File: src/verilog/fetch_pkg.sv
package fetch_pkg;

  // fetch addressing
  localparam logic [63:0] RESET_PC = 64'h0000_0000_8000_0000; // first fetch after reset
  localparam int INST_BYTES = 4;                             // sequential step
  localparam int LINES      = 64;                            // direct-mapped lines
  localparam int INDEX_W    = $clog2(LINES);                 // 6
  localparam int LINE_BYTES = 8;                             // two insts per line
  localparam int OFFSET_W   = $clog2(LINE_BYTES);            // 3
  localparam int TAG_W      = 64 - INDEX_W - OFFSET_W;       // 55

  localparam logic [31:0] NOP_INST   = 32'h0000_0013; // addi x0,x0,0, used on bus error
  localparam logic [7:0]  WB_SEL_ALL = 8'hff;         // full 64-bit read

  typedef logic [63:0]      pc_t;    // byte address
  typedef logic [31:0]      inst_t;  // one instruction
  typedef logic [63:0]      line_t;  // cache line == bus width
  typedef logic [TAG_W-1:0] tag_t;
  typedef logic [INDEX_W-1:0] index_t;

  // pc_gen -> icache
  typedef struct packed {
    pc_t pc;
  } fetch_req_t;

  // icache -> decode
  typedef struct packed {
    pc_t   pc;
    inst_t inst;
  } fetch_rsp_t;

  // icache -> refill master, line aligned
  typedef struct packed {
    pc_t addr;
  } refill_req_t;

  // wishbone classic, read only
  typedef struct packed {
    logic       cyc;
    logic       stb;
    pc_t        adr;
    logic [7:0] sel;
  } wb_m2s_t;

  typedef struct packed {
    logic  ack;
    logic  err;
    line_t dat;
  } wb_s2m_t;

  typedef enum logic [1:0] {IDLE, LOOKUP, REFILL, RESPOND} icache_state_e;

endpackage

File: src/verilog/wb_refill_master.sv
`timescale 1ns/10ps

module wb_refill_master (
  input  logic                    clk,
  input  logic                    rst_n,
  input  fetch_pkg::refill_req_t  refill_i,
  input  logic                    refill_valid_i,
  output logic                    refill_done_o,
  output fetch_pkg::line_t        refill_data_o,
  output logic                    refill_err_o,
  output fetch_pkg::wb_m2s_t      wb_o,
  input  fetch_pkg::wb_s2m_t      wb_i
);

  typedef enum logic {M_IDLE, M_BUSY} mst_state_e;

  mst_state_e       state_q;
  fetch_pkg::pc_t   adr_q;   // latched line address
  fetch_pkg::line_t data_q;  // captured read data
  logic             err_q;
  logic             done_q;  // one cycle pulse
  logic             start;
  logic             term;

  // icache still shows valid in the done cycle, so skip that one
  assign start = (state_q == M_IDLE) && refill_valid_i && !done_q;
  assign term  = (state_q == M_BUSY) && (wb_i.ack || wb_i.err); // cycle ends

  always_ff @(posedge clk or negedge rst_n) begin
    if (!rst_n) begin
      state_q <= M_IDLE;
      done_q  <= 1'b0;
    end else begin
      done_q <= term;
      if (start) begin
        state_q <= M_BUSY;  // cyc/stb up next cycle
      end else if (term) begin
        state_q <= M_IDLE;  // drop after ack/err
      end
    end
  end

  always_ff @(posedge clk) begin
    if (start) adr_q <= refill_i.addr;
    if (term) begin
      data_q <= wb_i.dat;
      err_q  <= wb_i.err;
    end
  end

  // classic read, no write side
  assign wb_o.cyc = (state_q == M_BUSY);
  assign wb_o.stb = (state_q == M_BUSY);
  assign wb_o.adr = adr_q;
  assign wb_o.sel = fetch_pkg::WB_SEL_ALL;

  assign refill_done_o = done_q;
  assign refill_data_o = data_q;
  assign refill_err_o  = err_q;

  // address frozen until the slave terminates
  a_adr_hold: assert property (@(posedge clk) disable iff (!rst_n)
    wb_o.stb && !wb_i.ack && !wb_i.err |=> $stable(wb_o.adr));

endmodule

File: config.mk
export PLATFORM = sky130hd
export DESIGN_NAME = wb_refill_master
export DESIGN_NICKNAME = d
export VERILOG_FILES = /design/src/verilog/fetch_pkg.sv /design/src/verilog/wb_refill_master.sv
export SDC_FILE = /design/constraint.sdc
export NUM_CORES = 1
export LEC_CHECK = 0
export ABC_AREA = 1
export BUFFER_PORTS_ARGS = -buffer_cell sky130_fd_sc_hd__buf_2
export CAP_MARGIN = 5
export CORE_AREA = 3 3 104 106
export CTS_BUF_LIST = sky130_fd_sc_hd__clkbuf_8
export DETAILED_ROUTE_END_ITERATION = 10
export DIE_AREA = 0 0 107 109
export PLACE_DENSITY = 0.88
export SKIP_CTS_REPAIR_TIMING = 1
export SLEW_MARGIN = 20
export SYNTH_ARGS = -nofsm -noshare
export SYNTH_HDL_FRONTEND = slang
export SYNTH_SLANG_ARGS = --single-unit
File: constraint.sdc
create_clock -name clk -period 5.12 [get_ports clk]
set_input_delay 1.024 -clock clk [delete_from_list [all_inputs] [get_ports clk]]
set_output_delay 1.024 -clock clk [all_outputs]
set_load 0.01 [all_outputs]
==> metrics, run 1 <==
largest net degree at the start of global routing 54; Cell Pwr Density 392 nW/um2; FP Rows 36; CTS Buf Count 17; Int Pwr 1.72 mW; clock network power share 30.1%; CTS root buf clkbuf_8; Max-cap violations 0; Final Cycle Share 42.4%; Setup crit end kind flip-flop; Buffers on Ports 264; Final setup viols 0; Routed Antenna Nets 0; post-synthesis simple-gate area fraction 0.558%; multiplexer area fraction after synthesis 0%; Total GRT Usage 17.0%; H-tree Lvls 4; Synth Warn # 0; worst vdd ir 0.000366 V; Clock Skews 0.00772 ns; Die Y 109 um; sequential-to-total area share from yosys stat 97.2%; wire per inst 17.4 um; sw frac 24.3%; post-place setup slack 2.49 ns; Min Clock Period, post-route 2.17 ns; f_max 461 MHz; Worst Setup Start Kind primary input; Logic pwr share 11.4%; Final nets 566; RSZ-0062 raised after global routing false; number of synthesized register bits 131; largest family of logic cells by synthesized area buffers and inverters; sequential power share 58.4%; Final GP Congestion 0.665; dpl hpwl 7760 um; max-slew violations 0; required time of the critical path 5.21 ns; Vias 2511; vias in the first global route 2635; P&R area growth vs syn 44.1%; sw power 0.554 mW; max_slew headroom 44.8%; XOR/XNOR Fraction of Synth Area 0%; Die Width 107 um; LEAKAGE 2.51 nW; Ant. Diodes 0; Total Power 2.28 mW; worst min path class in2async; FF-to-FF path depth 3; synthesized cell area 4040 um2; fin worst setup slack 2.95 ns; CTS tree done; Worst EP arrival 2.26 ns; crit-path max cell delay 0.63 ns; grt ovf 0; Slew @ Worst Pin 0.827 ns; Routed WL 10100 um; critical path class in2reg; critical-path cell list buf_2 > nor2_2 > nor2_4 > buf_4; Syn Area/Cell 26.9 um2; post-synthesis compound-gate area fraction 0%; Critical Path Slowest Stage Cell nor2_4; Setup TNS 0 ns; clock edge transition at the registers on the reported setup and hold paths 0.07 ns; Initial Util 40.9%; Final Hold Vio Count 0; die area 11700 um2; first-pass GRT wire length 13900 um; initial detailed-routing violation count 93; share of cells above drive strength 1 66.4%; core box area 9860 um2; status finished clean; Cell variety after synth 9; I/O Pins 273; DRT Pass-1 Iters 4; Crit Path Max Fanout 31; Mapped Cells 150; number of remaining DRC errors 0; Sinks on Clock Net 131; Adder-Cell Fraction of Synth Area 0%; Clock Latency Late Sink 0.42 ns; initial antenna violation count 2; drt via density 4.34; CTS Buffer Depth 2
[worst paths after layout]
check / slack (ns) / end / from
max in group asynchronous: 4.65 / refill_done_o$_DFF_PN0_ / rst_n
worst min register to register: 0.53 / state_q$_DFFE_PN0P_ / state_q$_DFFE_PN0P_
worst max register to register: 3.20 / refill_data_o[16]$_DFFE_PP_ / state_q$_DFFE_PN0P_
worst min-delay path: 0.37 / state_q$_DFFE_PN0P_ / rst_n
min in group clk: 0.53 / state_q$_DFFE_PN0P_ / state_q$_DFFE_PN0P_
worst max-delay path: 2.95 / refill_data_o[16]$_DFFE_PP_ / wb_i[64]
[layout make-up]
| cell class | count | area [um2] |
|---|---|---|
| fillers | 769 | 4050 |
| flip-flops and latches | 131 | 3920 |
| repair buffers | 267 | 1340 |
| clock buffers | 17 | 234 |
| well taps | 133 | 166 |
| clock inverters | 15 | 76.3 |
| multi-input cells | 13 | 60.1 |
| inverters | 3 | 11.3 |
[cells in the mapped netlist (all sizes together)]
master | count | share of area [%]
dfrtp | 2 | 1.2
edfxtp | 129 | 96
nand2 | 2 | 0.19
inv | 3 | 0.28
nor2 | 2 | 0.25
nand3 | 1 | 0.12
conb | 1 | 0.093
buf | 10 | 1.9
[logic make-up after synthesis]
group	count (synthesis)
DFF	131
other	1
buffers and inverters	13
and+or+nand+nor	5
[routing by layer]
layer,global-route usage (%),vias up,wire length [um]
met2,28.5,182,5230
met4,5.48,4,95
met3,12.8,13,1490
met1,16.1,1177,3220
li1,-,1135,-
met5,0,-,28
[layout by cell type (no fill, tap or decap)]
cell and count:
buf_2 264, edfxtp_1 129, clkbuf_8 17, conb_1 8
clkinv_2 6, clkinv_1 5, inv_1 3, buf_4 3
nand2_1 2, clkinvlp_4 2, dfrtp_1 2, nor2_2 1
nor2_4 1, nand3_1 1, inv_2 1, clkinv_4 1
[metrics by stage]
stage,utilization [%],hold slack [ns],area (um2),std cells
finish,59.0,0.370,5820,579
global placement,55.8,0.505,5510,547
CTS,59.0,0.324,5820,579
floorplan,-,0.495,4060,157
global route,59.0,0.316,5820,579
detailed placement,55.8,0.513,5510,547
[sequential cells by signal (all words and copies together), names as in the netlist]
signal,cells
adr_q,64
state_q,1
refill_data_o,64
refill_err_o,1
refill_done_o,1
[power groups by stage]
stage / clock network, mW / registers (mW) / logic [mW]
after floorplan: 0 / 1.41 / 0.0543
after global placement: 0 / 1.35 / 0.257
after detailed placement: 0 / 1.35 / 0.266
after CTS: 0.710 / 1.33 / 0.267
after global routing: 0.757 / 1.34 / 0.285
final: 0.686 / 1.33 / 0.261
[worst max-delay path, delay by kind of cell]
family	cells	cell delay [ns]
AND/OR/NAND/NOR	2	0.68
buffers and inverters	2	0.54
Power figures use the tool's default switching activity.
==> run 2, diff against run 1 <==
--- a/config.mk
+++ b/config.mk
@@ -5,13 +5,13 @@
 export SDC_FILE = /design/constraint.sdc
 export NUM_CORES = 1
 export LEC_CHECK = 0
-export ABC_AREA = 1
+export ABC_AREA = 0
 export BUFFER_PORTS_ARGS = -buffer_cell sky130_fd_sc_hd__buf_2
 export CAP_MARGIN = 5
-export CORE_AREA = 3 3 104 106
+export CORE_MARGIN = 3
+export CORE_UTILIZATION = 38
 export CTS_BUF_LIST = sky130_fd_sc_hd__clkbuf_8
 export DETAILED_ROUTE_END_ITERATION = 10
-export DIE_AREA = 0 0 107 109
 export PLACE_DENSITY = 0.88
 export SKIP_CTS_REPAIR_TIMING = 1
 export SLEW_MARGIN = 20
==> constraint.sdc (replaced) <==
create_clock -name clk -period 1.9 [get_ports clk]
set_input_delay 0.38 -clock clk [delete_from_list [all_inputs] [get_ports clk]]
set_output_delay 0.38 -clock clk [all_outputs]
set_load 0.01 [all_outputs]
==> metrics, run 2 <==
sw power 1.53 mW (+180%); top cell type by total area after synthesis edfxtp_1; Total GRT Usage 15.9% (-1.1 points); Clock Latency Late Sink 0.41 ns (about the same); LEAKAGE 2.60 nW (+3.6%); Synth Flop Type edfxtp_1; Clock Skews 0.00765 ns (-0.0000672 ns); wire per inst 16.7 um (-3.7%); worst min path class in2reg; share of cells above drive strength 1 67.5% (+1.1 points); Final Non-Filler Cells 579 (unchanged); worst vdd ir 0.000621 V (+70%); Die Y 109 um (about the same); clock network power share 37.4% (+7.3 points); Critical Path Slowest Stage Cell dfrtp_1; most common cell after layout, fill and taps aside buf_2; most frequent cell after synthesis edfxtp_1; initial detailed-routing violation count 72 (-23%); Worst EP arrival 1.03 ns (-1.23 ns); status finished clean; number of flops mapped to enable cells by yosys 129 (unchanged); Crit Path Max Fanout 5 (-84%); CTS root buf clkbuf_8; CTS Buf Count 17 (unchanged); core box area 10000 um2 (+1.8%); critical-path cell list buf_2; sequential power share 52.0% (-6.4 points); Int Pwr 5.37 mW (+210%); most frequent cells in the layout buf_2, edfxtp_1, clkbuf_8; Final Hold Vio Count 0 (unchanged); drt via density 4.25 (-1.9%); Post-synth ARST share 1.53% (unchanged); FF-to-FF path depth 2 (-1); Ant. Diodes 0 (unchanged); die area 11900 um2 (+1.9%); Setup crit end kind primary output; H-tree Lvls 4 (unchanged); Final Cycle Share 74.5%; sw frac 22.1% (-2.2 points); Worst path depth 1 (-3); R2R setup slack 0.49 ns (-2.71 ns); critical path class reg2out; Routed WL 9690 um (-3.7%); grt ovf 0 (unchanged); Routed Antenna Nets 0 (unchanged); number of remaining DRC errors 0 (unchanged); Placed Cells 546 (-0.18%); Final nets 566 (unchanged); max-slew violations 0 (unchanged); crit-path leading delay family flip-flops; largest net degree at the start of global routing 66 (+22%); required time of the critical path 1.52 ns (-3.69 ns); first-pass GRT wire length 13400 um (-3.3%); I/O Pins 273 (unchanged); DRT Pass-1 Iters 4 (unchanged); Syn Area/Cell 27.6 um2 (+2.6%); Synth top area share 96.1% (about the same); Buffers on Ports 264 (unchanged); Min Clock Period, post-route 1.41 ns; Initial Util 40.1% (-0.77 points); reg-to-reg critical path endpoint refill_data_o[45]$_DFFE_PP_; largest cells by area after synthesis edfxtp_1, buf_4, dfrtp_1, nor3b_2, a21o_1; most common library cells after synthesis edfxtp_1, buf_4, dfrtp_1; Max-cap violations 0 (unchanged); Vias 2463 (-1.9%); Worst Setup Start Kind flip-flop; f_max 707 MHz; Critical Path Start state_q$_DFFE_PN0P_; dpl hpwl 7670 um (-1.1%); crit-path max cell delay 0.45 ns (-0.18 ns); crit path to wb_o[72]; Setup TNS 0 ns (unchanged); Cell Pwr Density 1150 nW/um2 (+190%); CP Buf/Inv Count 1 (-1); P&R area growth vs syn 49.2%; synthesized cell area 4030 um2 (about the same); Cell variety after synth 8 (-1); number of synthesized register bits 131 (unchanged); sequential-to-total area share from yosys stat 97.3% (about the same); Logic pwr share 10.6% (-0.8 points); FP Rows 36 (unchanged); Layout Utilization 59.9% (+0.94 points); CTS Buffer Depth 2 (unchanged); CTS tree done; vias in the first global route 2634 (-0.038%); RSZ-0062 raised after global routing false; Final setup viols 0 (unchanged); worst r2r src state_q$_DFFE_PN0P_; Die Width 109 um (+1.9%); WHS Path Cells 1; clock edge transition at the registers on the reported setup and hold paths 0.07 ns (about the same); Sinks on Clock Net 131 (unchanged); Mapped Cells 146 (-2.7%); Final GP Congestion 0.719 (+8.1%); Synth Warn # 0 (unchanged); initial antenna violation count 0 (-2)
==> run 2: layout make-up <==
type	instances	area [um2]
Clock buffer	17	234
Clock inverter	15	216
Sequential cell	131	3920
Tap cell	133	166
Timing Repair Buffer	271	1400
Fill cell	763	4030
Multi-Input combinational cell	12	73.8
==> run 2: how the worst min path moves through the flow <==
stage | to | startpoint | slack (ns)
after floorplan | refill_done_o$_DFF_PN0_ | rst_n | 0.08
final | adr_q[51]$_DFFE_PP_ | refill_i[51] | 0.14
after global routing | adr_q[0]$_DFFE_PP_ | refill_i[0] | 0.1
after CTS | state_q$_DFFE_PN0P_ | rst_n | -0.30
after global placement | refill_done_o$_DFF_PN0_ | rst_n | 0.17
after detailed placement | state_q$_DFFE_PN0P_ | rst_n | 0.17
==> run 2: logic make-up after synthesis <==
kind of cell / after synthesis / share of synthesized area [%]
flops: 131 / 97.3
buf+inv: 10 / 1.86
simple gates: 3 / 0.558
compound gates: 1 / 0.186
other cells: 1 / 0.0930
==> run 2: power by group through the flow <==
stage	logic (mW)	clock network, mW	registers [mW]
floorplan	0.154	0	3.80
global placement	0.725	0	3.64
detailed placement	0.747	0	3.66
CTS	0.747	2.66	3.60
global route	0.800	2.79	3.61
finish	0.732	2.58	3.59
==> run 2: per-stage QoR <==
| stage | power [mW] | area [um2] | hold slack [ns] | worst slack (ns) |
|---|---|---|---|---|
| floorplan | 3.95 | 4070 | 0.0844 | -0.670 |
| global placement | 4.37 | 5560 | 0.166 | 0.442 |
| detailed placement | 4.40 | 5560 | 0.174 | 0.439 |
| CTS | 7.00 | 6010 | -0.296 | 0.441 |
| global route | 7.20 | 6020 | 0.0952 | 0.387 |
| finish | 6.90 | 6020 | 0.136 | 0.485 |
==> run 2: layer usage <==
metal / up-vias / global-route usage [%] / wire length [um]
met5: - / 0 / 0
met1: 1140 / 16.5 / 3190
met4: 0 / 5.68 / 127
met3: 10 / 8.41 / 1310
li1: 1140 / - / -
met2: 173 / 27.3 / 5060
==> run 3, diff against run 2 <==
--- a/config.mk
+++ b/config.mk
@@ -5,7 +5,7 @@
 export SDC_FILE = /design/constraint.sdc
 export NUM_CORES = 1
 export LEC_CHECK = 0
-export ABC_AREA = 0
+export ABC_AREA = 1
 export BUFFER_PORTS_ARGS = -buffer_cell sky130_fd_sc_hd__buf_2
 export CAP_MARGIN = 5
 export CORE_MARGIN = 3
==> constraint.sdc (replaced) <==
create_clock -name clk -period 1.3 [get_ports clk]
set_input_delay 0.26 -clock clk [delete_from_list [all_inputs] [get_ports clk]]
set_output_delay 0.26 -clock clk [all_outputs]
set_load 0.01 [all_outputs]
==> metrics, run 3 (synthesized netlist as in run 1, its figures left out) <==
status finished clean; Final setup viols 0 (unchanged); FF-to-FF path depth 4 (+2); Total Power 9.92 mW (+44%); most common cell after layout, fill and taps aside buf_2; Routed Antenna Nets 0 (unchanged); critical path class reg2reg; Initial Util 40.2% (about the same); post-route cell area 6860 um2 (+14%); share of cells above drive strength 1 56.3% (-11 points); f_max 788 MHz; placed inst area 5540 um2 (-0.29%); vias in the first global route 2660 (+0.99%); Final nets 656 (+16%); CTS root buf clkbuf_8; P&R area growth vs syn 70.0%; Vias 2884 (+17%); Final Cycle Share 97.6%; Min Clock Period, post-route 1.27 ns; first-pass GRT wire length 13900 um (+3.5%); Clock Skews 0.00819 ns (+0.000536 ns); drt via density 4.32 (+1.5%); Total GRT Usage 16.4% (+0.48 points); Clock Latency Late Sink 0.42 ns (about the same); area of the multi-input gates 72.6 um2 (-1.7%); die area 11900 um2 (about the same); Worst Setup Start Kind flip-flop; Setup TNS 0 ns (unchanged); Worst Hold End refill_data_o[0]$_DFFE_PP_; grt ovf 0 (unchanged); DRT Pass-1 Iters 4 (unchanged); CTS tree done; number of remaining DRC errors 0 (unchanged); Routed WL 12000 um (+24%); initial antenna violation count 0 (unchanged); CTS Buf Count 17 (unchanged); Crit Path Max Fanout 24 (+19); Ant. Diodes 0 (unchanged); largest net degree at the start of global routing 67 (+1.5%); FP Rows 36 (unchanged); Final Non-Filler Cells 668 (+15%); initial detailed-routing violation count 128 (+78%); Buffers on Ports 264 (unchanged); worst vdd ir 0.000873 V (+41%); Placed Cells 547 (+0.18%); max-slew violations 0 (unchanged); required time of the critical path 1.42 ns (-0.10 ns); H-tree Lvls 4 (unchanged); Final GP Congestion 0.699 (-2.8%); worst r2r src state_q$_DFFE_PN0P_; Die Y 109 um (about the same); Layout Utilization 68.3% (+8.4 points); fin worst setup slack 0.0313 ns (-0.454 ns); Die Width 109 um (about the same); most frequent cells in the layout buf_2, edfxtp_1, dlygate4sd3_1; Cell Pwr Density 1450 nW/um2 (+26%); reg-to-reg critical path endpoint adr_q[47]$_DFFE_PP_; Sinks on Clock Net 131 (unchanged); core box area 10000 um2 (unchanged); dpl hpwl 7650 um (-0.32%); R2R setup slack 0.03 ns (-0.45 ns); post-place setup slack 0.0148 ns (-0.424 ns); RSZ-0062 raised after global routing true; Final Hold Vio Count 0 (unchanged); I/O Pins 273 (unchanged); sequential cell area 3920 um2 (unchanged); Worst EP arrival 1.39 ns (+0.36 ns); WHS Path Cells 1 (unchanged); Max-cap violations 0 (unchanged); CTS Buffer Depth 2 (unchanged); Setup crit end kind flip-flop; worst min path class in2reg; Hold Startpoint wb_i[0]; LEAKAGE 2.93 nW (+13%); clock edge transition at the registers on the reported setup and hold paths 0.07 ns (about the same); # fillers 629 (-18%); Hold Slack 0.0194 ns (-0.117 ns); wire per inst 18.0 um (+7.5%)
[run 3: changes by cell type in the layout (fill, tap and decap cells not counted), moves of 3 or more]
cell and delta:
clkinv_4 -3, clkinv_2 +3, buf_4 -4, dlygate4sd3_1 +87
[run 3: power breakdown]
group / internal, mW / switching [mW] / total [mW] / leakage [nW]
Clock: 1.84 / 1.48 / 3.32 / 0.194
Combinational: 0.637 / 0.717 / 1.35 / 1.50
Sequential: 5.14 / 0.109 / 5.25 / 1.24
Total: 7.62 / 2.31 / 9.92 / 2.93
[run 3: how the worst max path moves through the flow]
stage,end,start,cells past startpoint
6_report,adr_q[47]$_DFFE_PP_,state_q$_DFFE_PN0P_,4
3_5_place_dp,adr_q[18]$_DFFE_PP_,state_q$_DFFE_PN0P_,4
5_1_grt,refill_data_o[12],refill_data_o[12]$_DFFE_PP_,1
3_3_place_gp,adr_q[56]$_DFFE_PP_,state_q$_DFFE_PN0P_,4
4_1_cts,adr_q[18]$_DFFE_PP_,state_q$_DFFE_PN0P_,4
2_1_floorplan,adr_q[0]$_DFFE_PP_,refill_done_o$_DFF_PN0_,3
[run 3: critical path, stage by stage, from the launching register on]
cell,delay (ns)
dfrtp_1,0.41
inv_2,0.11
nand3_4,0.08
clkinvlp_4,0.15
clkbuf_16,0.22
[run 3: final cells by class]
class / instances / share of cell area (%)
Clock buffer: 17 / 3.41
Sequential cell: 131 / 57.2
Clock inverter: 14 / 2.15
Inverter: 3 / 0.219
Tap cell: 133 / 2.42
Multi-Input combinational cell: 13 / 1.06
Timing Repair Buffer: 357 / 33.6
[run 3: per-layer routing]
layer	part of all wire, %	GRT usage (%)	vias to the layer above
met5	0	0	-
li1	-	-	1315
met3	12	9.24	20
met2	53	27.5	203
met4	2.1	6.85	0
met1	33	16.7	1346
