`src/verilog/fetch_pkg.sv`:
```
package fetch_pkg;

  // fetch addressing
  localparam logic [63:0] RESET_PC = 64'h0000_0000_8000_0000; // first fetch after reset
  localparam int INST_BYTES = 4;                             // sequential step
  localparam int LINES      = 64;                            // direct-mapped lines
  localparam int INDEX_W    = $clog2(LINES);                 // 6
  localparam int LINE_BYTES = 8;                             // two insts per line
  localparam int OFFSET_W   = $clog2(LINE_BYTES);            // 3
  localparam int TAG_W      = 64 - INDEX_W - OFFSET_W;       // 55

  localparam logic [31:0] NOP_INST   = 32'h0000_0013; // addi x0,x0,0, used on bus error
  localparam logic [7:0]  WB_SEL_ALL = 8'hff;         // full 64-bit read

  typedef logic [63:0]      pc_t;    // byte address
  typedef logic [31:0]      inst_t;  // one instruction
  typedef logic [63:0]      line_t;  // cache line == bus width
  typedef logic [TAG_W-1:0] tag_t;
  typedef logic [INDEX_W-1:0] index_t;

  // pc_gen -> icache
  typedef struct packed {
    pc_t pc;
  } fetch_req_t;

  // icache -> decode
  typedef struct packed {
    pc_t   pc;
    inst_t inst;
  } fetch_rsp_t;

  // icache -> refill master, line aligned
  typedef struct packed {
    pc_t addr;
  } refill_req_t;

  // wishbone classic, read only
  typedef struct packed {
    logic       cyc;
    logic       stb;
    pc_t        adr;
    logic [7:0] sel;
  } wb_m2s_t;

  typedef struct packed {
    logic  ack;
    logic  err;
    line_t dat;
  } wb_s2m_t;

  typedef enum logic [1:0] {IDLE, LOOKUP, REFILL, RESPOND} icache_state_e;

endpackage

```
`src/verilog/pc_gen.sv`:
```
`timescale 1ns/10ps

module pc_gen (
  input  logic                   clk,
  input  logic                   rst_n,
  input  logic                   redirect_i,    // from a later stage
  input  fetch_pkg::pc_t         redirect_pc_i,
  output fetch_pkg::fetch_req_t  req_o,
  output logic                   req_valid_o,
  input  logic                   req_ready_i
);

  fetch_pkg::pc_t pc_q;  // address currently offered
  logic           run_q; // set once out of reset
  logic           step;

  assign step = req_valid_o && req_ready_i; // request taken by icache

  // pc register
  // redirect beats the sequential step
  always_ff @(posedge clk or negedge rst_n) begin
    if (!rst_n) begin
      pc_q <= fetch_pkg::RESET_PC;
    end else if (redirect_i) begin
      pc_q <= redirect_pc_i;
    end else if (step) begin
      pc_q <= pc_q + fetch_pkg::pc_t'(fetch_pkg::INST_BYTES); // next sequential inst
    end
  end

  // always requesting once running
  always_ff @(posedge clk or negedge rst_n) begin
    if (!rst_n) begin
      run_q <= 1'b0;
    end else begin
      run_q <= 1'b1;
    end
  end

  assign req_valid_o = run_q;
  assign req_o.pc    = pc_q; // held until step

endmodule

```
`config.mk`:
```
export PLATFORM = sky130hd
export DESIGN_NAME = pc_gen
export DESIGN_NICKNAME = d
export VERILOG_FILES = /design/src/verilog/fetch_pkg.sv /design/src/verilog/pc_gen.sv
export SDC_FILE = /design/constraint.sdc
export NUM_CORES = 1
export LEC_CHECK = 0
export ABC_CLOCK_PERIOD_IN_PS = 2700
export BUFFER_PORTS_ARGS = -buffer_cell sky130_fd_sc_hd__buf_2
export CAP_MARGIN = 20
export CELL_PAD_IN_SITES_DETAIL_PLACEMENT = 1
export CELL_PAD_IN_SITES_GLOBAL_PLACEMENT = 2
export CORE_ASPECT_RATIO = 0.5
export CORE_UTILIZATION = 29
export CTS_CLUSTER_SIZE = 16
export DETAILED_ROUTE_END_ITERATION = 8
export GPL_ROUTABILITY_DRIVEN = 0
export PLACE_DENSITY_LB_ADDON = 0.1
export SYNTH_ARGS = -nofsm -noshare
export SYNTH_HDL_FRONTEND = slang
export SYNTH_SLANG_ARGS = --single-unit
```
`constraint.sdc`:
```
create_clock -name clk -period 2.7 [get_ports clk]
set_input_delay 0.135 -clock clk [delete_from_list [all_inputs] [get_ports clk]]
set_output_delay 0.135 -clock clk [all_outputs]
set_load 0.05 [all_outputs]
```
==> results of run 1 <==
==> sequential cells by signal, indices dropped and copies added (netlist names) <==
| signal | count |
|---|---|
| req_o | 64 |
| req_valid_o | 1 |
==> synth_stat cells (all sizes together), types with 3 or more instances <==
master	n	share of area (%)
nand2	67	6.4
nor2b	5	0.80
and4	13	2.9
xor2	15	3.4
nand4	30	4.8
buf	3	0.38
mux2i	5	1.3
nor2	21	2.0
clkbuf	23	2.2
a22oi	4	0.77
or4	12	2.4
mux2	4	1.2
and3	10	1.6
or3	9	1.4
dfrtp	64	41
xnor2	28	6.3
nor3	10	1.3
o21ai	48	6.1
nor4	16	2.6
a31oi	8	1.3
nand3	30	3.8
or4b	3	0.77
==> cell type report <==
type                       count  share of cell area, %
multi-input combinational    361                  40.75
sequential                    65                  30.59
timing repair buffer         167                  18.08
clock buffer                  11                  4.543
tap                          170                  3.981
clock inverter                 5                  1.920
inverter                       2                 0.1405
==> power breakdown <==
part / internal (mW) / total, mW / switching, mW
clock network: 0.926 / 1.38 / 0.458
logic: 0.235 / 0.795 / 0.561
registers: 1.07 / 1.20 / 0.135
total: 2.23 / 3.38 / 1.15
==> tightest hold or removal path: stages <==
cell and delay, ns:
sky130_fd_sc_hd__buf_2 0.07, sky130_fd_sc_hd__nand2_1 0.04, sky130_fd_sc_hd__o21ai_0 0.06
==> routing by layer <==
layer | track usage (%) | up-vias | part of all wire (%)
met5 | 0 | - | 0
met4 | 5.051 | 0 | 0.84
met3 | 5.233 | 9 | 5.2
met2 | 30.38 | 90 | 42
met1 | 29.68 | 1991 | 52
li1 | - | 1978 | -
==> how the worst min path moves through the flow <==
stage | start | to | slack, ns | cells after the start
3_5_place_dp | rst_n | req_o[15]$_DFFE_PN0N_ | 0.20 | 1
6_report | redirect_pc_i[10] | req_o[10]$_DFFE_PN0N_ | 0.01 | 3
2_1_floorplan | rst_n | req_o[0]$_DFFE_PN0P_ | -0.16 | 0
5_1_grt | redirect_pc_i[23] | req_o[23]$_DFFE_PN0N_ | 0.01 | 3
3_3_place_gp | rst_n | req_o[15]$_DFFE_PN0N_ | 0.18 | 1
4_1_cts | redirect_pc_i[11] | req_o[11]$_DFFE_PN0N_ | 0.001 | 3
==> metrics by stage <==
| stage | power [mW] | worst slack (ns) |
|---|---|---|
| finish | 3.383 | 0.2294 |
| global route | 3.526 | 0.1202 |
| CTS | 3.435 | 0.2388 |
| detailed placement | 2.007 | 0.2529 |
| global placement | 2.000 | 0.2807 |
| floorplan | 1.722 | 0.01053 |
==> kinds of logic (layout without fill, tap and decap cells) <==
group	count (synthesis)	in the layout	synth area share, %
compound gates	71	71	10.33
fa+ha+maj	1	1	0.3196
mux	9	9	2.430
simple gates	236	236	32.83
xor+xnor	43	43	9.623
buf+inv	28	185	2.781
other cells	1	1	0.09582
flops	65	65	41.59
==> what timing repair did <==
| action | in CTS | in global routing |
|---|---|---|
| resized for setup | 0 | 0 |
| hold endpoints to repair | 33 | 0 |
| hold buffers | 11 | 0 |
| setup endpoints to repair | 0 | 0 |
==> qor.log, run 1 <==
[critical_path] CP Data Arrival Time 2.73 ns
[timing] setup repair after global routing missed its margin no
[critical_path] capture point of the worst reg-to-reg path req_o[61]$_DFFE_PN0N_
[synth] Ys Warns 0
[clock_tree] # H-tree levels 3
[cells_and_area] final cell utilization of the core 41.36%
[grt] largest net degree at the start of global routing 61
[placement] DP Area 4887 um^2
[grt] initial antenna violation count 0
[synth] synthesized flop and latch total 65
[synth] average cell area after synthesis 8.621 um^2
[run_status] violations in the final reports DRC
[run_status] result of the run finished with violations
[synth] number of distinct library cells after synthesis 42
[critical_path] startpoint of the worst-slack reg-to-reg timing path req_o[31]$_DFFE_PN1N_
[critical_path] reg2reg setup slack 0.23 ns
[floorplan] chip height 84.15 um
[floorplan] horizontal die dimension 166.3 um
[critical_path] Largest delay share family, worst path simple AND/OR/NAND/NOR gates
[cells_and_area] Net count, final 675
[clock_tree] total clock buffers created by CTS 9
[synth] main flop type after synthesis sky130_fd_sc_hd__dfrtp_1
[cells_and_area] fraction of final layout cells with drive strength greater than 1 30.28%
[critical_path] sequence of cells on the critical path nand3_1 > or4_1 > or4_4 > or4b_1 > nand4_1
[critical_path] number of cells on the worst reg-to-reg path 5
[timing] clock skew 0.01045 ns
[placement] quantity of I/O buffers inserted on ports 132
[synth] Seq/Total Area, Yosys 41.59%
[synth] total nets after synthesis 523
[critical_path] endpoint of the worst setup timing path req_o[61]$_DFFE_PN0N_
[placement] Placed Cells incl. Taps 754
[floorplan] count of boundary I/O pins 133
[cells_and_area] leading cell types in the layout, fill and taps excluded sky130_fd_sc_hd__buf_2 (131), sky130_fd_sc_hd__nand2_1 (67), sky130_fd_sc_hd__dfrtp_1 (59)
[cells_and_area] finished layout cell area 5343 um^2
[critical_path] path length in cells of the critical path 5
[clock_tree] cell at the root of the clock tree sky130_fd_sc_hd__clkbuf_16
[hold_path] class of the tightest hold or removal check input pin to flip-flop
[drt] vias per cell 5.209
[drt] final wirelength 13800 um
[timing] number of pins with negative max-slew slack in the final report 0
[clock_tree] post-CTS setup repair buffer count 0
[critical_path] origin of the worst setup path req_o[31]$_DFFE_PN1N_
[run] count of max-cap constraint violations 0
[cells_and_area] area used by sequential logic in the layout 1634 um^2
[clock_tree] number of buffers on the longest clock path 2
[grt] final global-route overflow total 0
[clock_tree] source-to-sink clock delay at the later pin of the worst-skew pair 0.34 ns
[grt] global-route usage over all layers 20.49%
[drt] initial drt markers 159
[critical_path] buffer and inverter count on the worst path 0
[cells_and_area] multi-input gate area in the final layout 2177 um^2
[timing] maximum clock rate 404.8 MHz
[critical_path] worst endpoint required time 2.96 ns
[critical_path] class of the most critical setup path flip-flop to flip-flop
[timing] number of hold violations in the final report 0
[timing] post-route clock period utilization 91.51%
[grt] number of global-route vias before repair 4068
[grt] global-route wire length before repair 22270 um
[cells_and_area] most common cell after layout, fill and taps aside sky130_fd_sc_hd__buf_2
[timing] worst relative slew slack 43.44%
[synth] fraction of synthesis flops using an asynchronous set or reset pin 100.0%
[timing] transition time of the tightest slew-check pin 0.8474 ns
[clock_tree] TritonCTS clock tree built
[critical_path] CP peak stage delay 0.58 ns
[drt] DR pass1 iterations 9
[synth] Post-Syn Instances 454
[floorplan] floorplan die area 13990 um^2
[drt] routed vias 4068
[timing] clock period minus worst slack 2.471 ns
[placement] estimated wirelength of the detail-placed design 10340 um
[synth] number of enable-type register cells in the synthesized netlist 0
[floorplan] area of the placeable core 12920 um^2
[cells_and_area] area grow syn2layout 36.51%
[timing] Final Hold Slack 0.01367 ns
[pwr] Max IR drop VDD 250.9 uV
[drt] count of nets left with antenna violations after detail routing 0
[cells_and_area] post-layout instance count excluding filler cells 781
[clock_tree] number of clock sinks seen by CTS 65
[critical_path] critical path peak fanout 14
[clock_tree] Clk pin slew, worst setup/hold paths 0.06 ns
[cells_and_area] Filler cells 1580
[floorplan] Core Rows 29
[drt] # DRC 7
[pwr] Leak Pwr 2.235 nW
[critical_path] startpoint types flip-flop
[critical_path] Critical Path Sink Type flip-flop
[cells_and_area] Diodes inserted 0
[critical_path] CP max stage cell sky130_fd_sc_hd__dfstp_2
[timing] Setup Viol. Count Final 0
[drt] routed wirelength normalized by instance count 17.67 um
[pwr] cell area power density 633.3 nW/um^2
[floorplan] initial core utilization 30.30%
[synth] post-synthesis cell area 3914 um^2
[timing] Total Neg Setup Slack 0 ns
No activity file was read; power rests on OpenSTA's default activity.
==> run 2, diff against run 1 <==
Settings changed: CTS_CLUSTER_DIAMETER set to 60, HOLD_SLACK_MARGIN set to 0.15, SETUP_SLACK_MARGIN set to 0.5.
==> run 2 against run 1 <==
Effect of this change:
- routed wire length is 9.6% higher
- critical endpoint unchanged
- highest routed layer unchanged
- critical path type unchanged
- the run still ends with DRC left
- sequential power about the same
- first-iteration DRC count rose by 31%
==> qor.log, run 2 (same netlist as run 1, synthesis figures left out) <==
[run_status] result of the run finished with violations [unchanged]
[run_status] violations in the final reports DRC [unchanged]
[cells_and_area] leading cell types in the layout, fill and taps excluded sky130_fd_sc_hd__buf_2 (131), sky130_fd_sc_hd__nand2_1 (66), sky130_fd_sc_hd__dlygate4sd3_1 (65) [was sky130_fd_sc_hd__buf_2 (131), sky130_fd_sc_hd__nand2_1 (67), sky130_fd_sc_hd__dfrtp_1 (59)]
[floorplan] floorplan die area 13990 um^2 [unchanged]
[grt] number of global-route vias before repair 4457 [was 4068]
[critical_path] critical path peak fanout 5 [was 14]
[critical_path] startpoint types flip-flop [unchanged]
[run] count of max-cap constraint violations 0 [unchanged]
[critical_path] class of the most critical setup path flip-flop to flip-flop [unchanged]
[clock_tree] total clock buffers created by CTS 9 [unchanged]
[clock_tree] cell at the root of the clock tree sky130_fd_sc_hd__clkbuf_16 [unchanged]
[critical_path] reg2reg setup slack 0.38 ns [was 0.23 ns]
[floorplan] chip height 84.15 um [unchanged]
[grt] initial antenna violation count 0 [unchanged]
[placement] DP Area 4886 um^2 [was 4887 um^2]
[grt] met2 usage in global routing 35.44% [was 30.38%]
[drt] count of nets left with antenna violations after detail routing 0 [unchanged]
[grt] met3 global-route usage 4.950% [was 5.233%]
[grt] final global-route overflow total 0 [unchanged]
[grt] global route hottest layer met2 [unchanged]
[cells_and_area] most common cell after layout, fill and taps aside sky130_fd_sc_hd__buf_2 [unchanged]
[floorplan] Core Rows 29 [unchanged]
[critical_path] worst endpoint required time 2.96 ns [about the same]
[timing] worst relative slew slack 55.51% [was 43.44%]
[drt] vias per cell 5.141 [was 5.209]
[timing] Total Neg Setup Slack 0 ns [unchanged]
[pwr] cell area power density 531.7 nW/um^2 [was 633.3 nW/um^2]
[timing] clock skew 0.009871 ns [was 0.01045 ns]
[critical_path] Largest delay share family, worst path simple AND/OR/NAND/NOR gates [unchanged]
[placement] estimated wirelength of the detail-placed design 10110 um [was 10340 um]
[critical_path] buffer and inverter count on the worst path 0 [unchanged]
[grt] largest net degree at the start of global routing 73 [was 61]
[clock_tree] TritonCTS clock tree built [unchanged]
[floorplan] initial core utilization 30.30% [unchanged]
[cells_and_area] fraction of final layout cells with drive strength greater than 1 37.70% [was 30.28%]
[drt] initial drt markers 208 [was 159]
[timing] post-route clock period utilization 86.01% [was 91.51%]
[grt] global-route usage over all layers 22.18% [was 20.49%]
[timing] Final Hold Slack 0.2796 ns [was 0.01367 ns]
[critical_path] Crit path top cell by count sky130_fd_sc_hd__or4_4
[clock_tree] # H-tree levels 3 [unchanged]
[grt] global-route wire length before repair 24350 um [was 22270 um]
[hold_path] class of the tightest hold or removal check input pin to flip-flop [unchanged]
[floorplan] area of the placeable core 12920 um^2 [unchanged]
[clock_tree] number of clock sinks seen by CTS 65 [unchanged]
[timing] transition time of the tightest slew-check pin 0.6674 ns [was 0.8474 ns]
[timing] number of hold violations in the final report 0 [unchanged]
[pwr] Leak Pwr 2.515 nW [was 2.235 nW]
[cells_and_area] flip-flop count of the largest register after layout 64 [unchanged]
[placement] quantity of I/O buffers inserted on ports 132 [unchanged]
[cells_and_area] Net count, final 751 [was 675]
[critical_path] CP max stage cell sky130_fd_sc_hd__dfstp_4 [was sky130_fd_sc_hd__dfstp_2]
[drt] routed vias 4406 [was 4068]
[floorplan] count of boundary I/O pins 133 [unchanged]
[drt] # DRC 8 [was 7]
[timing] number of pins with negative max-slew slack in the final report 0 [unchanged]
[timing] setup repair after global routing missed its margin yes [was no]
[grt] fraction of met1 tracks used by global routing 31.37% [was 29.68%]
[timing] clock period minus worst slack 2.322 ns [was 2.471 ns]
[critical_path] CP peak stage delay 0.62 ns [was 0.58 ns]
[clock_tree] number of buffers on the longest clock path 2 [unchanged]
[cells_and_area] final cell utilization of the core 47.52% [was 41.36%]
[cells_and_area] Diodes inserted 0 [unchanged]
[timing] maximum clock rate 430.6 MHz [was 404.8 MHz]
[pwr] Max IR drop VDD 233.3 uV [was 250.9 uV]
[floorplan] horizontal die dimension 166.3 um [unchanged]
[drt] DR pass1 iterations 6 [was 9]
[cells_and_area] area grow syn2layout 56.84% [was 36.51%]
[cells_and_area] Filler cells 1534 [was 1580]
[drt] routed wirelength normalized by instance count 17.64 um [was 17.67 um]
[timing] Setup Viol. Count Final 0 [unchanged]
[clock_tree] source-to-sink clock delay at the later pin of the worst-skew pair 0.33 ns [was 0.34 ns]
[critical_path] sequence of cells on the critical path nand3_4 > or4_4 > or4_4 > or4b_1 > nand4_1 [was nand3_1 > or4_1 > or4_4 > or4b_1 > nand4_1]
[critical_path] CP Data Arrival Time 2.58 ns [was 2.73 ns]
[clock_tree] Clk pin slew, worst setup/hold paths 0.06 ns [about the same]
[critical_path] Critical Path Sink Type flip-flop [unchanged]
[drt] final wirelength 15120 um [was 13800 um]
[cells_and_area] finished layout cell area 6138 um^2 [was 5343 um^2]
-- run 2: cell count changes in the layout (fill, tap and decap cells not counted), moves of 4 or more --
cell	before	now
sky130_fd_sc_hd__nor4_1	16	12
sky130_fd_sc_hd__dfrtp_1	59	26
sky130_fd_sc_hd__dfrtp_2	5	38
sky130_fd_sc_hd__or4_1	11	6
sky130_fd_sc_hd__nand3_1	30	25
sky130_fd_sc_hd__dlygate4sd3_1	11	65
sky130_fd_sc_hd__or4_4	1	7
sky130_fd_sc_hd__nor4_2	0	4
sky130_fd_sc_hd__buf_4	24	44
-- run 2: layout make-up --
cell class	count	area, um^2	area share, %
Clock buffer	12	236.5	3.852
Inverter	2	7.507	0.1223
Clock inverter	4	45.04	0.7338
Sequential cell	65	1679	27.35
Multi-Input combinational cell	362	2298	37.44
Timing Repair Buffer	242	1659	27.03
Tap cell	170	212.7	3.465
-- run 2: final timing paths --
path	startpoint	end	cells after the start
min	req_ready_i	req_o[2]$_DFFE_PN0N_	4
min reg2reg	req_o[0]$_DFFE_PN0P_	req_o[0]$_DFFE_PN0P_	1
max in group asynchronous	rst_n	req_o[45]$_DFFE_PN0N_	3
max	req_o[31]$_DFFE_PN1N_	req_o[61]$_DFFE_PN0N_	5
min in group asynchronous	rst_n	req_o[11]$_DFFE_PN0N_	2
max reg2reg	req_o[31]$_DFFE_PN1N_	req_o[61]$_DFFE_PN0N_	5
-- run 2: per-layer routing --
metal / vias to the layer above / share of wire [%]
met5: - / 0
met4: 0 / 0.73
met3: 10 / 4.0
met2: 94 / 44
met1: 2163 / 51
li1: 2139 / -
-- run 2: through the flow --
| stage | setup WS [ns] | total power, mW | std cells |
|---|---|---|---|
| 2_1_floorplan | 0.2142 | 1.737 | 454 |
| 3_3_place_gp | 0.1978 | 1.993 | 748 |
| 3_5_place_dp | 0.1544 | 2.002 | 748 |
| 4_1_cts | 0.4019 | 3.270 | 845 |
| 5_1_grt | 0.3223 | 3.422 | 857 |
| 6_report | 0.3778 | 3.264 | 857 |
-- run 2: repair_timing --
item / 4_1_cts / 5_1_grt
hold buffers: 65 / 0
endpoints found under the setup margin: 17 / 25
pin swaps: 14 / 10
gates cloned: 1 / 0
hold endpoints to repair: 89 / 0
buffers inserted: 15 / 12
resized for setup: 16 / 13
-- run 2: worst reg2reg max path, stage by stage, from the launching register on --
cell	delay (ns)
sky130_fd_sc_hd__dfstp_4	0.62
sky130_fd_sc_hd__nand3_4	0.07
sky130_fd_sc_hd__or4_4	0.44
sky130_fd_sc_hd__or4_4	0.50
sky130_fd_sc_hd__or4b_1	0.54
sky130_fd_sc_hd__nand4_1	0.10
-- run 2: where the power goes --
part           switching, mW  internal, mW
registers              0.140          1.08
logic                  0.584         0.310
clock network          0.440         0.712
total                   1.16          2.10
==> run 3, diff against run 2 <==
Settings changed: CAP_MARGIN 20 to unset, CELL_PAD_IN_SITES_DETAIL_PLACEMENT 1 to unset, CELL_PAD_IN_SITES_GLOBAL_PLACEMENT 2 to unset, CORE_UTILIZATION 29 to 30, PLACE_DENSITY_LB_ADDON 0.1 to unset.
==> run 3 against run 2 <==
Effect of this change:
- the flow now finishes without violations
- count of clock-buffer cells in the layout unchanged
- clock skew decreased by 0.0012 ns
- sequential share of layout area increased by 0.34 points
- non-clock buffer count decreased by 10
- setup slack improved by 0.0017 ns
- combinational power decreased by 4.0%
- hold slack got worse by 0.045 ns
- first-iteration DRC count unchanged
- design area decreased by 1.2%
- core utilization increased by 0.21 points
==> qor.log, run 3 (same netlist as run 1, synthesis figures left out) <==
[floorplan] count of boundary I/O pins 133 [unchanged]
[clock_tree] number of clock sinks seen by CTS 65 [unchanged]
[cells_and_area] area grow syn2layout 54.89% [was 56.84%]
[critical_path] Crit path top cell by count sky130_fd_sc_hd__or4_4 [unchanged]
[cells_and_area] post-layout instance count excluding filler cells 846 [was 857]
[placement] estimated wirelength of the detail-placed design 8896 um [was 10110 um]
[clock_tree] Clk pin slew, worst setup/hold paths 0.06 ns [about the same]
[clock_tree] number of buffers on the longest clock path 2 [unchanged]
[grt] global-route usage over all layers 19.84% [was 22.18%]
[critical_path] Critical Path Sink Type flip-flop [unchanged]
[critical_path] CP peak stage delay 0.62 ns [about the same]
[critical_path] capture point of the worst reg-to-reg path req_o[61]$_DFFE_PN0N_ [unchanged]
[placement] worst slack, placed 0.2300 ns [was 0.1544 ns]
[critical_path] CP max stage cell sky130_fd_sc_hd__or4_4 [was sky130_fd_sc_hd__dfstp_4]
[hold_path] Hold Path Cell Cnt 3 [was 4]
[hold_path] endpoint of the worst hold-timing path req_o[2]$_DFFE_PN0N_ [unchanged]
[cells_and_area] Filler cells 1243 [was 1534]
[cells_and_area] Diodes inserted 0 [unchanged]
[timing] Total Neg Setup Slack 0 ns [unchanged]
[timing] setup ws final 0.3796 ns [was 0.3778 ns]
[drt] initial drt markers 208 [unchanged]
[timing] clock skew 0.008710 ns [was 0.009871 ns]
[timing] worst relative slew slack 50.13% [was 55.51%]
[run] count of max-cap constraint violations 0 [unchanged]
[pwr] Leak Pwr 2.470 nW [was 2.515 nW]
[cells_and_area] area used by sequential logic in the layout 1679 um^2 [unchanged]
[critical_path] number of cells on the worst reg-to-reg path 5 [unchanged]
[critical_path] startpoint types flip-flop [unchanged]
[timing] Setup Viol. Count Final 0 [unchanged]
[floorplan] chip height 82.77 um [was 84.15 um]
[drt] routed wirelength normalized by instance count 15.45 um [was 17.64 um]
[critical_path] class of the most critical setup path flip-flop to flip-flop [unchanged]
[grt] global-route wire length before repair 20670 um [was 24350 um]
[timing] post-route clock period utilization 85.94% [was 86.01%]
[critical_path] CP Data Arrival Time 2.58 ns [about the same]
[pwr] cell area power density 530.4 nW/um^2 [was 531.7 nW/um^2]
[critical_path] critical path peak fanout 7 [was 5]
[grt] largest net degree at the start of global routing 66 [was 73]
[placement] quantity of I/O buffers inserted on ports 132 [unchanged]
[drt] final wirelength 13070 um [was 15120 um]
[timing] clock period minus worst slack 2.320 ns [was 2.322 ns]
[drt] DR pass1 iterations 4 [was 6]
[floorplan] area of the placeable core 12700 um^2 [was 12920 um^2]
[cells_and_area] Net count, final 740 [was 751]
[floorplan] horizontal die dimension 163.5 um [was 166.3 um]
[pwr] overall power consumption 3.215 mW [was 3.264 mW]
[timing] maximum clock rate 431.0 MHz [was 430.6 MHz]
[drt] count of nets left with antenna violations after detail routing 0 [unchanged]
[floorplan] floorplan die area 13530 um^2 [was 13990 um^2]
[clock_tree] # H-tree levels 3 [unchanged]
[clock_tree] cell at the root of the clock tree sky130_fd_sc_hd__clkbuf_16 [unchanged]
[cells_and_area] leading cell types in the layout, fill and taps excluded sky130_fd_sc_hd__buf_2 (131), sky130_fd_sc_hd__nand2_1 (66), sky130_fd_sc_hd__dlygate4sd3_1 (65) [unchanged]
[drt] vias per cell 5.095 [was 5.141]
[grt] number of global-route vias before repair 4035 [was 4457]
[clock_tree] total clock buffers created by CTS 9 [unchanged]
[timing] transition time of the tightest slew-check pin 0.7472 ns [was 0.6674 ns]
[hold_path] class of the tightest hold or removal check input pin to flip-flop [unchanged]
[cells_and_area] fraction of final layout cells with drive strength greater than 1 36.83% [was 37.70%]
[timing] number of pins with negative max-slew slack in the final report 0 [unchanged]
[grt] initial antenna violation count 0 [unchanged]
[floorplan] Core Rows 29 [unchanged]
[critical_path] startpoint of the worst-slack reg-to-reg timing path req_o[2]$_DFFE_PN0N_ [was req_o[31]$_DFFE_PN1N_]
[cells_and_area] multi-input gate area in the final layout 2288 um^2 [was 2298 um^2]
[clock_tree] source-to-sink clock delay at the later pin of the worst-skew pair 0.33 ns [about the same]
[run_status] result of the run completed [was finished with violations]
[cells_and_area] flip-flop count of the largest register after layout 64 [unchanged]
[hold_path] Min-Delay Startpoint redirect_i [was req_ready_i]
[clock_tree] TritonCTS clock tree built [unchanged]
[pwr] Max IR drop VDD 249.3 uV [was 233.3 uV]
[cells_and_area] most common cell after layout, fill and taps aside sky130_fd_sc_hd__buf_2 [unchanged]
[floorplan] initial core utilization 30.82% [was 30.30%]
[critical_path] sequence of cells on the critical path nand3_4 > or4_4 > or4_4 > or4b_1 > nand4_1 [unchanged]
[grt] final global-route overflow total 0 [unchanged]
[drt] # DRC 0 [was 8]
[timing] setup repair after global routing missed its margin yes [unchanged]
[placement] Placed Cells incl. Taps 744 [was 748]
[drt] routed vias 4310 [was 4406]
[critical_path] reg2reg setup slack 0.38 ns [about the same]
[timing] number of hold violations in the final report 0 [unchanged]
[critical_path] worst endpoint required time 2.96 ns [about the same]
==> run 3: power by group <==
| group | total, mW | leakage [nW] | switching (mW) | internal, mW |
|---|---|---|---|---|
| Clock | 1.13 | 0.140 | 0.423 | 0.711 |
| Combinational | 0.858 | 1.61 | 0.564 | 0.294 |
| Sequential | 1.22 | 0.722 | 0.144 | 1.08 |
==> run 3: metrics by stage <==
stage | hold slack [ns] | instance area [um^2] | util (%)
after floorplan | -0.1606 | 4008 | -
after global placement | 0.1857 | 4868 | 38.34
after detailed placement | 0.1892 | 4868 | 38.34
after CTS | 0.2117 | 5881 | 46.31
after global routing | 0.2434 | 6062 | 47.73
final | 0.2347 | 6062 | 47.73
==> run 3: layout make-up <==
type                    instances  share of cell area [%]
clock inverters                 4                  0.7430
inverters                       2                  0.1238
multi-input cells             361                   37.75
flip-flops and latches         65                   27.70
well taps                     170                   3.509
clock buffers                  12                   3.901
repair buffers                232                   26.27
==> run 3: critical path, delay by kind of cell, from the launching register on <==
kind	cells	cell delay [ns]
flip-flops	1	0.42
AND/OR/NAND/NOR	5	1.82
==> run 3: per-layer routing <==
layer  GRT usage [%]  vias up  wire (um)
li1                -     2112          -
met1           26.44     2075       6141
met2           33.18      110       6166
met3           3.746       13        585
met4           5.463        0        178
met5               0        -          0
==> run 3: timing repair <==
| action | CTS | global route |
|---|---|---|
| buffers inserted | 8 | 13 |
| endpoints found under the hold margin | 129 | 0 |
| hold buffers | 65 | 0 |
| setup endpoints to repair | 17 | 22 |
| gates resized for setup | 6 | 20 |
| pin swaps | 7 | 12 |
==> run 3: worst max path at each step <==
stage	from	endpoint	slack, ns
after global routing	req_o[2]$_DFFE_PN0N_	req_o[61]$_DFFE_PN0N_	0.31
after CTS	req_o[31]$_DFFE_PN1N_	req_o[41]$_DFFE_PN0N_	0.31
after global placement	req_o[31]$_DFFE_PN1N_	req_o[41]$_DFFE_PN0N_	0.26
after floorplan	req_o[27]$_DFFE_PN0N_	req_o[41]$_DFFE_PN0N_	0.21
final	req_o[2]$_DFFE_PN0N_	req_o[61]$_DFFE_PN0N_	0.38
after detailed placement	req_o[31]$_DFFE_PN1N_	req_o[41]$_DFFE_PN0N_	0.23
